<file path="config.mk">
export PLATFORM = sky130hd
export DESIGN_NAME = lc4_pipe
export DESIGN_NICKNAME = d
export VERILOG_FILES = /design/src/lc4_pkg.sv /design/src/lc4_decode.sv /design/src/lc4_execute.sv /design/src/lc4_pipe.sv /design/src/lc4_regfile.sv /design/src/lc4_result.sv
export VERILOG_INCLUDE_DIRS = /design/src
export SDC_FILE = /design/constraint.sdc
export NUM_CORES = 1
export LEC_CHECK = 0
export BUFFER_PORTS_ARGS = -buffer_cell sky130_fd_sc_hd__buf_2
export CAP_MARGIN = 30
export CORE_AREA = 2 2 176 178
export CTS_CLUSTER_SIZE = 40
export DETAILED_ROUTE_END_ITERATION = 10
export DIE_AREA = 0 0 178 180
export PLACE_DENSITY = 0.79
export SLEW_MARGIN = 15
export SYNTH_ARGS = -nofsm -noshare
export SYNTH_HDL_FRONTEND = slang
export SYNTH_SLANG_ARGS = --single-unit
</file>
<file path="constraint.sdc">
create_clock -name gwe -period 5.4 [get_ports gwe]
set_clock_uncertainty 0.05 [all_clocks]
set_input_delay 0.81 -clock gwe [delete_from_list [all_inputs] [get_ports gwe]]
set_output_delay 0.81 -clock gwe [all_outputs]
set_load 0.03 [all_outputs]
</file>
<file path="src/lc4_macros.svh">
`ifndef LC4_MACROS_SVH
`define LC4_MACROS_SVH

// Datapath sizes
`define LC4_XLEN      16
`define LC4_NREGS     8

// First fetch address after reset
`define LC4_RESET_PC  16'h8200

// Major opcodes in insn[15:12]
`define LC4_OP_BR     4'b0000
`define LC4_OP_ARITH  4'b0001
`define LC4_OP_LOGIC  4'b0101
`define LC4_OP_CONST  4'b1001

// Sub-opcodes in insn[5:3] of the register form
`define LC4_SUB_ADD   3'b000
`define LC4_SUB_SUB   3'b010
`define LC4_SUB_AND   3'b000
`define LC4_SUB_OR    3'b010
`define LC4_SUB_XOR   3'b011

`endif

</file>
<file path="src/lc4_pkg.sv">
`include "lc4_macros.svh"

package lc4_pkg;

   typedef logic [`LC4_XLEN-1:0] word_t;
   typedef logic [$clog2(`LC4_NREGS)-1:0] reg_idx_t;

   // Negative, zero, positive
   typedef logic [2:0] nzp_t;

   typedef enum logic [2:0] {
      ALU_ADD,
      ALU_SUB,
      ALU_AND,
      ALU_OR,
      ALU_XOR,
      ALU_PASS
   } alu_op_e;

   typedef struct packed {
      logic [3:0] opcode;
      reg_idx_t   rd;
      reg_idx_t   rs;
      logic [2:0] sub;
      reg_idx_t   rt;
   } insn_rr_t;

   // rd doubles as the branch mask; imm9[5] flags the imm5 forms
   typedef struct packed {
      logic [3:0] opcode;
      logic [2:0] rd;
      logic [8:0] imm9;
   } insn_imm_t;

   typedef union packed {
      insn_rr_t  rr;
      insn_imm_t ri;
   } insn_u;

   typedef struct packed {
      alu_op_e  alu_op;
      reg_idx_t rs;
      reg_idx_t rt;
      reg_idx_t rd;
      logic     rs_re;
      logic     rt_re;
      logic     rf_we;
      logic     nzp_we;
      logic     is_branch;
      nzp_t     nzp_mask;
      logic     use_imm;
      word_t    imm;
      word_t    pc;
      word_t    pc_plus_one;
      word_t    insn;
      logic     valid;
   } ctrl_t;

   typedef struct packed {
      ctrl_t ctrl;
      word_t result;
   } xw_t;

   typedef struct packed {
      logic     valid;
      word_t    pc;
      word_t    insn;
      logic     rf_we;
      reg_idx_t rf_wsel;
      word_t    rf_data;
      logic     nzp_we;
      nzp_t     nzp_bits;
   } trace_t;

   // Condition code of a written value
   function automatic nzp_t nzp_of(word_t w);
      if (w == '0) begin
         return 3'b010;
      end
      return w[`LC4_XLEN-1] ? 3'b100 : 3'b001;
   endfunction

endpackage

</file>
<file path="src/lc4_decode.sv">
`timescale 1ns/1ps
`include "lc4_macros.svh"

module lc4_decode import lc4_pkg::*; (
   input  logic     gwe,
   input  logic     i_rst,
   input  logic     i_flush,
   input  logic     i_valid,
   input  word_t    i_pc,
   input  insn_u    i_insn,
   input  word_t    i_rs_data,
   input  word_t    i_rt_data,
   output reg_idx_t o_rs_sel,
   output reg_idx_t o_rt_sel,
   output ctrl_t    o_dx,
   output word_t    o_rs_val,
   output word_t    o_rt_val
);

   ctrl_t dx_d;

   assign o_rs_sel = i_insn.rr.rs;
   assign o_rt_sel = i_insn.rr.rt;

   always_comb begin
      dx_d             = '0;
      dx_d.valid       = 1'b1;
      dx_d.pc          = i_pc;
      dx_d.pc_plus_one = i_pc + 1'b1;
      dx_d.insn        = i_insn;
      dx_d.rs          = i_insn.rr.rs;
      dx_d.rt          = i_insn.rr.rt;
      dx_d.rd          = i_insn.rr.rd;
      case (i_insn.rr.opcode)
         `LC4_OP_BR: begin
            dx_d.is_branch = 1'b1;
            dx_d.nzp_mask  = i_insn.ri.rd;
            dx_d.imm       = {{(`LC4_XLEN-9){i_insn.ri.imm9[8]}}, i_insn.ri.imm9};
         end
         `LC4_OP_ARITH, `LC4_OP_LOGIC: begin
            dx_d.rs_re  = 1'b1;
            dx_d.rf_we  = 1'b1;
            dx_d.nzp_we = 1'b1;
            if (i_insn.ri.imm9[5]) begin
               // ADD imm5 or AND imm5
               dx_d.use_imm = 1'b1;
               dx_d.imm     = {{(`LC4_XLEN-5){i_insn.ri.imm9[4]}}, i_insn.ri.imm9[4:0]};
               dx_d.alu_op  = (i_insn.rr.opcode == `LC4_OP_ARITH) ? ALU_ADD : ALU_AND;
            end else begin
               dx_d.rt_re = 1'b1;
               if (i_insn.rr.opcode == `LC4_OP_ARITH) begin
                  case (i_insn.rr.sub)
                     `LC4_SUB_ADD: dx_d.alu_op = ALU_ADD;
                     `LC4_SUB_SUB: dx_d.alu_op = ALU_SUB;
                     default: {dx_d.rs_re, dx_d.rt_re, dx_d.rf_we, dx_d.nzp_we} = '0;
                  endcase
               end else begin
                  case (i_insn.rr.sub)
                     `LC4_SUB_AND: dx_d.alu_op = ALU_AND;
                     `LC4_SUB_OR:  dx_d.alu_op = ALU_OR;
                     `LC4_SUB_XOR: dx_d.alu_op = ALU_XOR;
                     default: {dx_d.rs_re, dx_d.rt_re, dx_d.rf_we, dx_d.nzp_we} = '0;
                  endcase
               end
            end
         end
         `LC4_OP_CONST: begin
            dx_d.rf_we   = 1'b1;
            dx_d.nzp_we  = 1'b1;
            dx_d.use_imm = 1'b1;
            dx_d.alu_op  = ALU_PASS;
            dx_d.imm     = {{(`LC4_XLEN-9){i_insn.ri.imm9[8]}}, i_insn.ri.imm9};
         end
         // Anything else retires as a NOP
         default: ;
      endcase
   end

   always_ff @(posedge gwe) begin
      if (i_rst || i_flush || !i_valid) begin
         o_dx <= '0;
      end else begin
         o_dx <= dx_d;
      end
   end

   always_ff @(posedge gwe) begin
      o_rs_val <= i_rs_data;
      o_rt_val <= i_rt_data;
   end

endmodule

</file>
<file path="src/lc4_execute.sv">
`timescale 1ns/1ps

module lc4_execute import lc4_pkg::*; (
   input  logic   gwe,
   input  logic   i_rst,
   input  ctrl_t  i_dx,
   input  word_t  i_rs_val,
   input  word_t  i_rt_val,
   input  trace_t i_wb,
   output xw_t    o_xw,
   output logic   o_redirect,
   output word_t  o_target
);

   word_t rs_fwd;
   word_t rt_fwd;
   word_t op_b;
   word_t alu_out;
   nzp_t  nzp_q;
   logic  take;

   // Writeback to execute bypass
   always_comb begin
      rs_fwd = i_rs_val;
      rt_fwd = i_rt_val;
      if (i_wb.rf_we && i_dx.rs_re && (i_wb.rf_wsel == i_dx.rs)) begin
         rs_fwd = i_wb.rf_data;
      end
      if (i_wb.rf_we && i_dx.rt_re && (i_wb.rf_wsel == i_dx.rt)) begin
         rt_fwd = i_wb.rf_data;
      end
   end

   assign op_b = i_dx.use_imm ? i_dx.imm : rt_fwd;

   always_comb begin
      case (i_dx.alu_op)
         ALU_ADD:  alu_out = rs_fwd + op_b;
         ALU_SUB:  alu_out = rs_fwd - op_b;
         ALU_AND:  alu_out = rs_fwd & op_b;
         ALU_OR:   alu_out = rs_fwd | op_b;
         ALU_XOR:  alu_out = rs_fwd ^ op_b;
         ALU_PASS: alu_out = op_b;
         default:  alu_out = '0;
      endcase
   end

   // Condition codes written at the end of the execute cycle
   always_ff @(posedge gwe) begin
      if (i_rst) begin
         nzp_q <= '0;
      end else if (i_dx.valid && i_dx.nzp_we) begin
         nzp_q <= nzp_of(alu_out);
      end
   end

   // Branch resolves against the stored NZP
   assign take       = |(i_dx.nzp_mask & nzp_q);
   assign o_redirect = i_dx.valid && i_dx.is_branch && take;
   assign o_target   = i_dx.pc_plus_one + i_dx.imm;

   assign o_xw = '{ctrl: i_dx, result: alu_out};

endmodule

</file>
<file path="src/lc4_pipe.sv">
`timescale 1ns/1ps
`include "lc4_macros.svh"

module lc4_pipe import lc4_pkg::*; (
   input  logic   gwe,
   input  logic   i_rst,
   output word_t  o_imem_addr,
   input  word_t  i_imem_insn,
   output trace_t o_trace
);

   word_t    pc_q;
   logic     fd_valid;
   word_t    fd_pc;
   insn_u    fd_insn;
   reg_idx_t rs_sel;
   reg_idx_t rt_sel;
   word_t    rs_data;
   word_t    rt_data;
   ctrl_t    dx;
   word_t    dx_rs_val;
   word_t    dx_rt_val;
   xw_t      xw;
   logic     redirect;
   word_t    target;
   reg_idx_t wsel;
   word_t    wdata;
   logic     we;
   trace_t   wb;

   // Fetch
   always_ff @(posedge gwe) begin
      if (i_rst) begin
         pc_q <= `LC4_RESET_PC;
      end else if (redirect) begin
         pc_q <= target;
      end else begin
         pc_q <= pc_q + 1'b1;
      end
   end

   assign o_imem_addr = pc_q;

   // Wrong path dropped from fetch-to-decode on redirect
   always_ff @(posedge gwe) begin
      if (i_rst || redirect) begin
         fd_valid <= 1'b0;
      end else begin
         fd_valid <= 1'b1;
      end
   end

   always_ff @(posedge gwe) begin
      fd_pc   <= pc_q;
      fd_insn <= i_imem_insn;
   end

   lc4_regfile lc4_regfile_inst (
      .gwe       (gwe),
      .i_rst     (i_rst),
      .i_rs_sel  (rs_sel),
      .i_rt_sel  (rt_sel),
      .o_rs_data (rs_data),
      .o_rt_data (rt_data),
      .i_wsel    (wsel),
      .i_wdata   (wdata),
      .i_we      (we)
   );

   lc4_decode lc4_decode_inst (
      .gwe       (gwe),
      .i_rst     (i_rst),
      .i_flush   (redirect),
      .i_valid   (fd_valid),
      .i_pc      (fd_pc),
      .i_insn    (fd_insn),
      .i_rs_data (rs_data),
      .i_rt_data (rt_data),
      .o_rs_sel  (rs_sel),
      .o_rt_sel  (rt_sel),
      .o_dx      (dx),
      .o_rs_val  (dx_rs_val),
      .o_rt_val  (dx_rt_val)
   );

   lc4_execute lc4_execute_inst (
      .gwe        (gwe),
      .i_rst      (i_rst),
      .i_dx       (dx),
      .i_rs_val   (dx_rs_val),
      .i_rt_val   (dx_rt_val),
      .i_wb       (wb),
      .o_xw       (xw),
      .o_redirect (redirect),
      .o_target   (target)
   );

   lc4_result lc4_result_inst (
      .gwe     (gwe),
      .i_rst   (i_rst),
      .i_xw    (xw),
      .o_wsel  (wsel),
      .o_wdata (wdata),
      .o_we    (we),
      .o_wb    (wb),
      .o_trace (o_trace)
   );

endmodule

</file>
<file path="src/lc4_regfile.sv">
`timescale 1ns/1ps
`include "lc4_macros.svh"

module lc4_regfile import lc4_pkg::*; (
   input  logic     gwe,
   input  logic     i_rst,
   input  reg_idx_t i_rs_sel,
   input  reg_idx_t i_rt_sel,
   output word_t    o_rs_data,
   output word_t    o_rt_data,
   input  reg_idx_t i_wsel,
   input  word_t    i_wdata,
   input  logic     i_we
);

   word_t regs [`LC4_NREGS];

   always_ff @(posedge gwe) begin
      if (i_rst) begin
         for (int i = 0; i < `LC4_NREGS; i++) begin
            regs[i] <= '0;
         end
      end else if (i_we) begin
         regs[i_wsel] <= i_wdata;
      end
   end

   // Decode sees the value retiring this cycle
   assign o_rs_data = (i_we && (i_wsel == i_rs_sel)) ? i_wdata : regs[i_rs_sel];
   assign o_rt_data = (i_we && (i_wsel == i_rt_sel)) ? i_wdata : regs[i_rt_sel];

endmodule

</file>
<file path="src/lc4_result.sv">
`timescale 1ns/1ps

module lc4_result import lc4_pkg::*; (
   input  logic     gwe,
   input  logic     i_rst,
   input  xw_t      i_xw,
   output reg_idx_t o_wsel,
   output word_t    o_wdata,
   output logic     o_we,
   output trace_t   o_wb,
   output trace_t   o_trace
);

   ctrl_t  ctrl_q;
   word_t  result_q;
   trace_t trace;

   always_ff @(posedge gwe) begin
      if (i_rst) begin
         ctrl_q <= '0;
      end else begin
         ctrl_q <= i_xw.ctrl;
      end
   end

   always_ff @(posedge gwe) begin
      result_q <= i_xw.result;
   end

   always_comb begin
      trace.valid    = ctrl_q.valid;
      trace.pc       = ctrl_q.pc;
      trace.insn     = ctrl_q.insn;
      trace.rf_we    = ctrl_q.valid && ctrl_q.rf_we;
      trace.rf_wsel  = ctrl_q.rd;
      trace.rf_data  = result_q;
      trace.nzp_we   = ctrl_q.valid && ctrl_q.nzp_we;
      trace.nzp_bits = nzp_of(result_q);
   end

   // Register file write port
   assign o_wsel  = trace.rf_wsel;
   assign o_wdata = trace.rf_data;
   assign o_we    = trace.rf_we;

   assign o_wb    = trace;
   assign o_trace = trace;

endmodule

</file>
==> results.toml <==
[clock_network]
cts_max_level = 2
cts_tree = "built"
insertion_delay_ns = 0.52
numCtsBuffers = 35
numClockSinks = 331
clock_path_buffers = 3
post_cts_buffers = 0
clk_pin_slew_ns = 0.06
root_buffer = "clkbuf_16"

[setup_path]
worst-path-stages = 20
path_max_fanout = 11
slowest_delay_ns = 0.53
cp-end-kind = "flop"
worstPathCellList = "nand3_1 -> buf_4 -> nor4_4 -> buf_4 -> mux2i_1 -> o21a_2 -> inv_1 -> nor2_1 -> a21oi_1 -> xnor2_1 -> ha_1 -> o211a_1 -> o31a_1 -> o21a_1 -> o21a_1 -> or3_1 -> a31o_1 -> or4_1 -> or4_1 -> o31ai_2"
cp_top_family = "simple AND/OR/NAND/NOR gates"
worstSetupPathType = "reg2reg"
reg2regPathDepth = 20
timing.rr.start = "lc4_result_inst.o_trace[56]$_SDFF_PP0_"
start_kind = "flop"
slowest_stage = "or4_1"
crit_arrival_ns = 5.60
r2r_setup_slack_ns = 0.19
r2r-end = "lc4_execute_inst.nzp_q[1]$_SDFFE_PP0P_"
cp.required_ns = 5.79
critPathBufInv = 3

[logic_synthesis]
syn_inst = 1534
ys_ff_latch = 331
netlist.area_leader.share_pct = 24.43
ys_warn_count = 0
yosys-top-cells-area = "dfxtp_1, edfxtp_1, mux4_2"
synth_top_flop_cell = "dfxtp_1"
syn_avg_cell_area_um2 = 10.84
synthArstFlopShare_pct = 0
synth_edf_count = 128
synth_seq_area_share_pct = 47.53
netlist_area_um2 = 16640
synth_area_leader_cell = "dfxtp_1"
synth_nets = 1616
ys_types = 78

[floorplanning]
die_area_um2 = 32040
die_h_um = 180
row_count = 64
core-area_um2 = 30190
die_x_um = 178
ios = 91
start_util_pct = 55.11

[timing]
slew_viol_final = 0
slew_headroom_pct = 35.65
period_minus_slack_ns = 5.205
finalSetupViolCount = 0
hold_viol = 0
final.setup.tns_ns = 0
fin_crit_sh_pct = 96.39
fmax_mhz = 192.1
hold_slack_ns = 0.3397
layout_setup_ws_ns = 0.1948
worstMarginPinSlew_ns = 0.9639

[placement]
dp.cells = 1946
dp_hpwl_um = 30850
dp_slack_ns = 0.02174
gp_congestion = 0.9803
io_buffers = 90

[pwr]
vdd_ir_drop_max_mv = 0.2741
cellLeakagePower_nw = 7.582
p_per_area_nw_per_um2 = 352.0

[layout]
multi_input_area_um2 = 7969
utilization_pct = 61.76
num-nets-final = 1669
layoutNonFillerInstCount = 2009
ff_latch_area_um2 = 7913
num_antenna_cells = 0
fillCellCount = 2347
drive_above_1_share_pct = 19.34
area_growth_pct = 12.07

[global_routing]
grt_max_degree = 50
grt_pass1_vias = 11910
overflow = 0
antenna_found_initial = 0
grt_pass1_wl_um = 68340
track_usage_pct = 27.88

[routing]
top_layer = "met4"
met3WireLength_um = 3677
drtIter0Drc = 1207
drc = 0
drt-met1-wl_um = 18910
drt_wl_total_um = 44410
ant_nets = 0
via_per_inst = 5.971
wl_per_cell_um = 22.10
routed-wl-met2_um = 20180
first_pass_iters = 7
dr_total_vias = 12000

[run]
drv_cap = 0

[status]
status = "finished clean"

[worst_hold_path]
whs_path_depth = 1
whs_endpoint = "fd_insn[10]$_DFF_P_"
min_path_type = "in2reg"
min_from = "i_imem_insn[10]"
==> cells in the mapped netlist, types with 5 or more instances <==
cell type,instances
a211oi_1,15
a21o_1,7
a21oi_1,46
a22oi_1,5
a31oi_1,10
and2_1,116
and3_1,43
buf_1,11
buf_4,38
clkbuf_1,79
dfxtp_1,203
edfxtp_1,128
ha_1,62
inv_1,49
mux2i_1,56
mux4_2,64
nand2_1,97
nand2b_1,9
nand3_1,21
nand4_1,6
nor2_1,102
nor2b_1,45
nor3_1,34
nor4_1,14
o21a_1,8
o21ai_0,64
o21bai_1,6
o31ai_1,5
o41ai_1,10
or2_2,12
or3_1,14
xnor2_1,36
xor2_1,37
==> where the power goes <==
part           switching (mW)  internal, mW  total, mW
Sequential              0.173          2.73       2.90
Combinational           0.802         0.462       1.26
Clock                   0.984          1.41       2.40
Total                    1.96          4.60       6.56
==> worst register-to-register path, cell delays in order (launching register included) <==
cell and delay (ns):
dfxtp_1 0.39, nand3_1 0.13, buf_4 0.21, nor4_4 0.31, buf_4 0.20, mux2i_1 0.21
o21a_2 0.20, inv_1 0.11, nor2_1 0.19, a21oi_1 0.12, xnor2_1 0.16, ha_1 0.36
o211a_1 0.15, o31a_1 0.13, o21a_1 0.24, o21a_1 0.18, or3_1 0.31, a31o_1 0.23
or4_1 0.53, or4_1 0.51, o31ai_2 0.21
==> worst max-delay path by stage <==
stage,start,endpoint,slack [ns]
floorplan,lc4_result_inst.o_trace[33]$_SDFF_PP0_,lc4_execute_inst.nzp_q[1]$_SDFFE_PP0P_,0.08
global placement,lc4_result_inst.o_trace[35]$_SDFF_PP0_,lc4_execute_inst.nzp_q[1]$_SDFFE_PP0P_,0.07
detailed placement,lc4_result_inst.o_trace[35]$_SDFF_PP0_,lc4_execute_inst.nzp_q[1]$_SDFFE_PP0P_,0.02
CTS,lc4_decode_inst.o_dx[2]$_SDFF_PN0_,lc4_execute_inst.nzp_q[1]$_SDFFE_PP0P_,0.02
global route,lc4_result_inst.o_trace[56]$_SDFF_PP0_,lc4_execute_inst.nzp_q[1]$_SDFFE_PP0P_,-0.02
finish,lc4_result_inst.o_trace[56]$_SDFF_PP0_,lc4_execute_inst.nzp_q[1]$_SDFFE_PP0P_,0.19
==> cells by family (layout without fill, tap and decap cells) <==
logic type,count (synthesis),in the layout,synth area share [%]
AOI/OAI and AO/OA,223,223,9.296
xor gates and xnor gates,73,73,3.843
buffers and inverters,189,268,5.242
and+or+nand+nor,530,530,16.89
DFF,331,331,47.53
adders and majority gates,66,66,5.024
muxes,122,122,12.17
==> placed cells by master (no fill, tap or decap), types with 36 or more instances in the layout <==
| cell | n |
|---|---|
| dfxtp_1 | 199 |
| a21oi_1 | 46 |
| xnor2_1 | 36 |
| nor2b_1 | 45 |
| mux2i_1 | 56 |
| ha_1 | 60 |
| and2_1 | 116 |
| buf_2 | 90 |
| o21ai_0 | 63 |
| nand2_1 | 97 |
| and3_1 | 43 |
| nor2_1 | 101 |
| buf_4 | 59 |
| inv_1 | 49 |
| mux4_2 | 64 |
| clkbuf_16 | 36 |
| edfxtp_1 | 128 |
==> through the flow <==
step	instance area [um2]	total power [mW]
final	18640	6.563
after global placement	17400	4.159
after global routing	18640	6.783
after floorplan	16640	3.708
after detailed placement	17400	4.181
after CTS	18560	6.555
==> state kept, by name, summed over array words and instances (netlist names) <==
| signal | cells |
|---|---|
| lc4_decode_inst.o_rs_val | 16 |
| lc4_result_inst.o_wdata | 16 |
| lc4_result_inst.o_trace | 33 |
| lc4_execute_inst.nzp_q | 3 |
| fd_pc | 16 |
| lc4_decode_inst.o_dx | 69 |
| lc4_result_inst.ctrl_q | 1 |
| lc4_decode_inst.o_rt_val | 16 |
| lc4_regfile_inst.regs | 128 |
| fd_insn | 16 |
| fd_valid | 1 |
| o_imem_addr | 16 |
==> timing repair <==
item	in CTS	in global routing
endpoints found under the setup margin	1	3
hold buffers	0	0
resized for setup	2	13
pin swaps	0	3
==> cell type report <==
type | count | area share, %
inverters | 55 | 1.107
clock inverters | 12 | 0.6979
well taps | 396 | 2.658
clock buffers | 51 | 5.456
flip-flops and latches | 331 | 42.44
repair buffers | 150 | 4.899
multi-input cells | 1014 | 42.74
==> metal layers <==
layer / track usage (%) / vias to the layer above
met4: 10.33 / 0
met5: 0 / -
met2: 43.35 / 480
met1: 39.04 / 5849
li1: - / 5560
met3: 5.055 / 107
(Power assumes the default switching activity.)
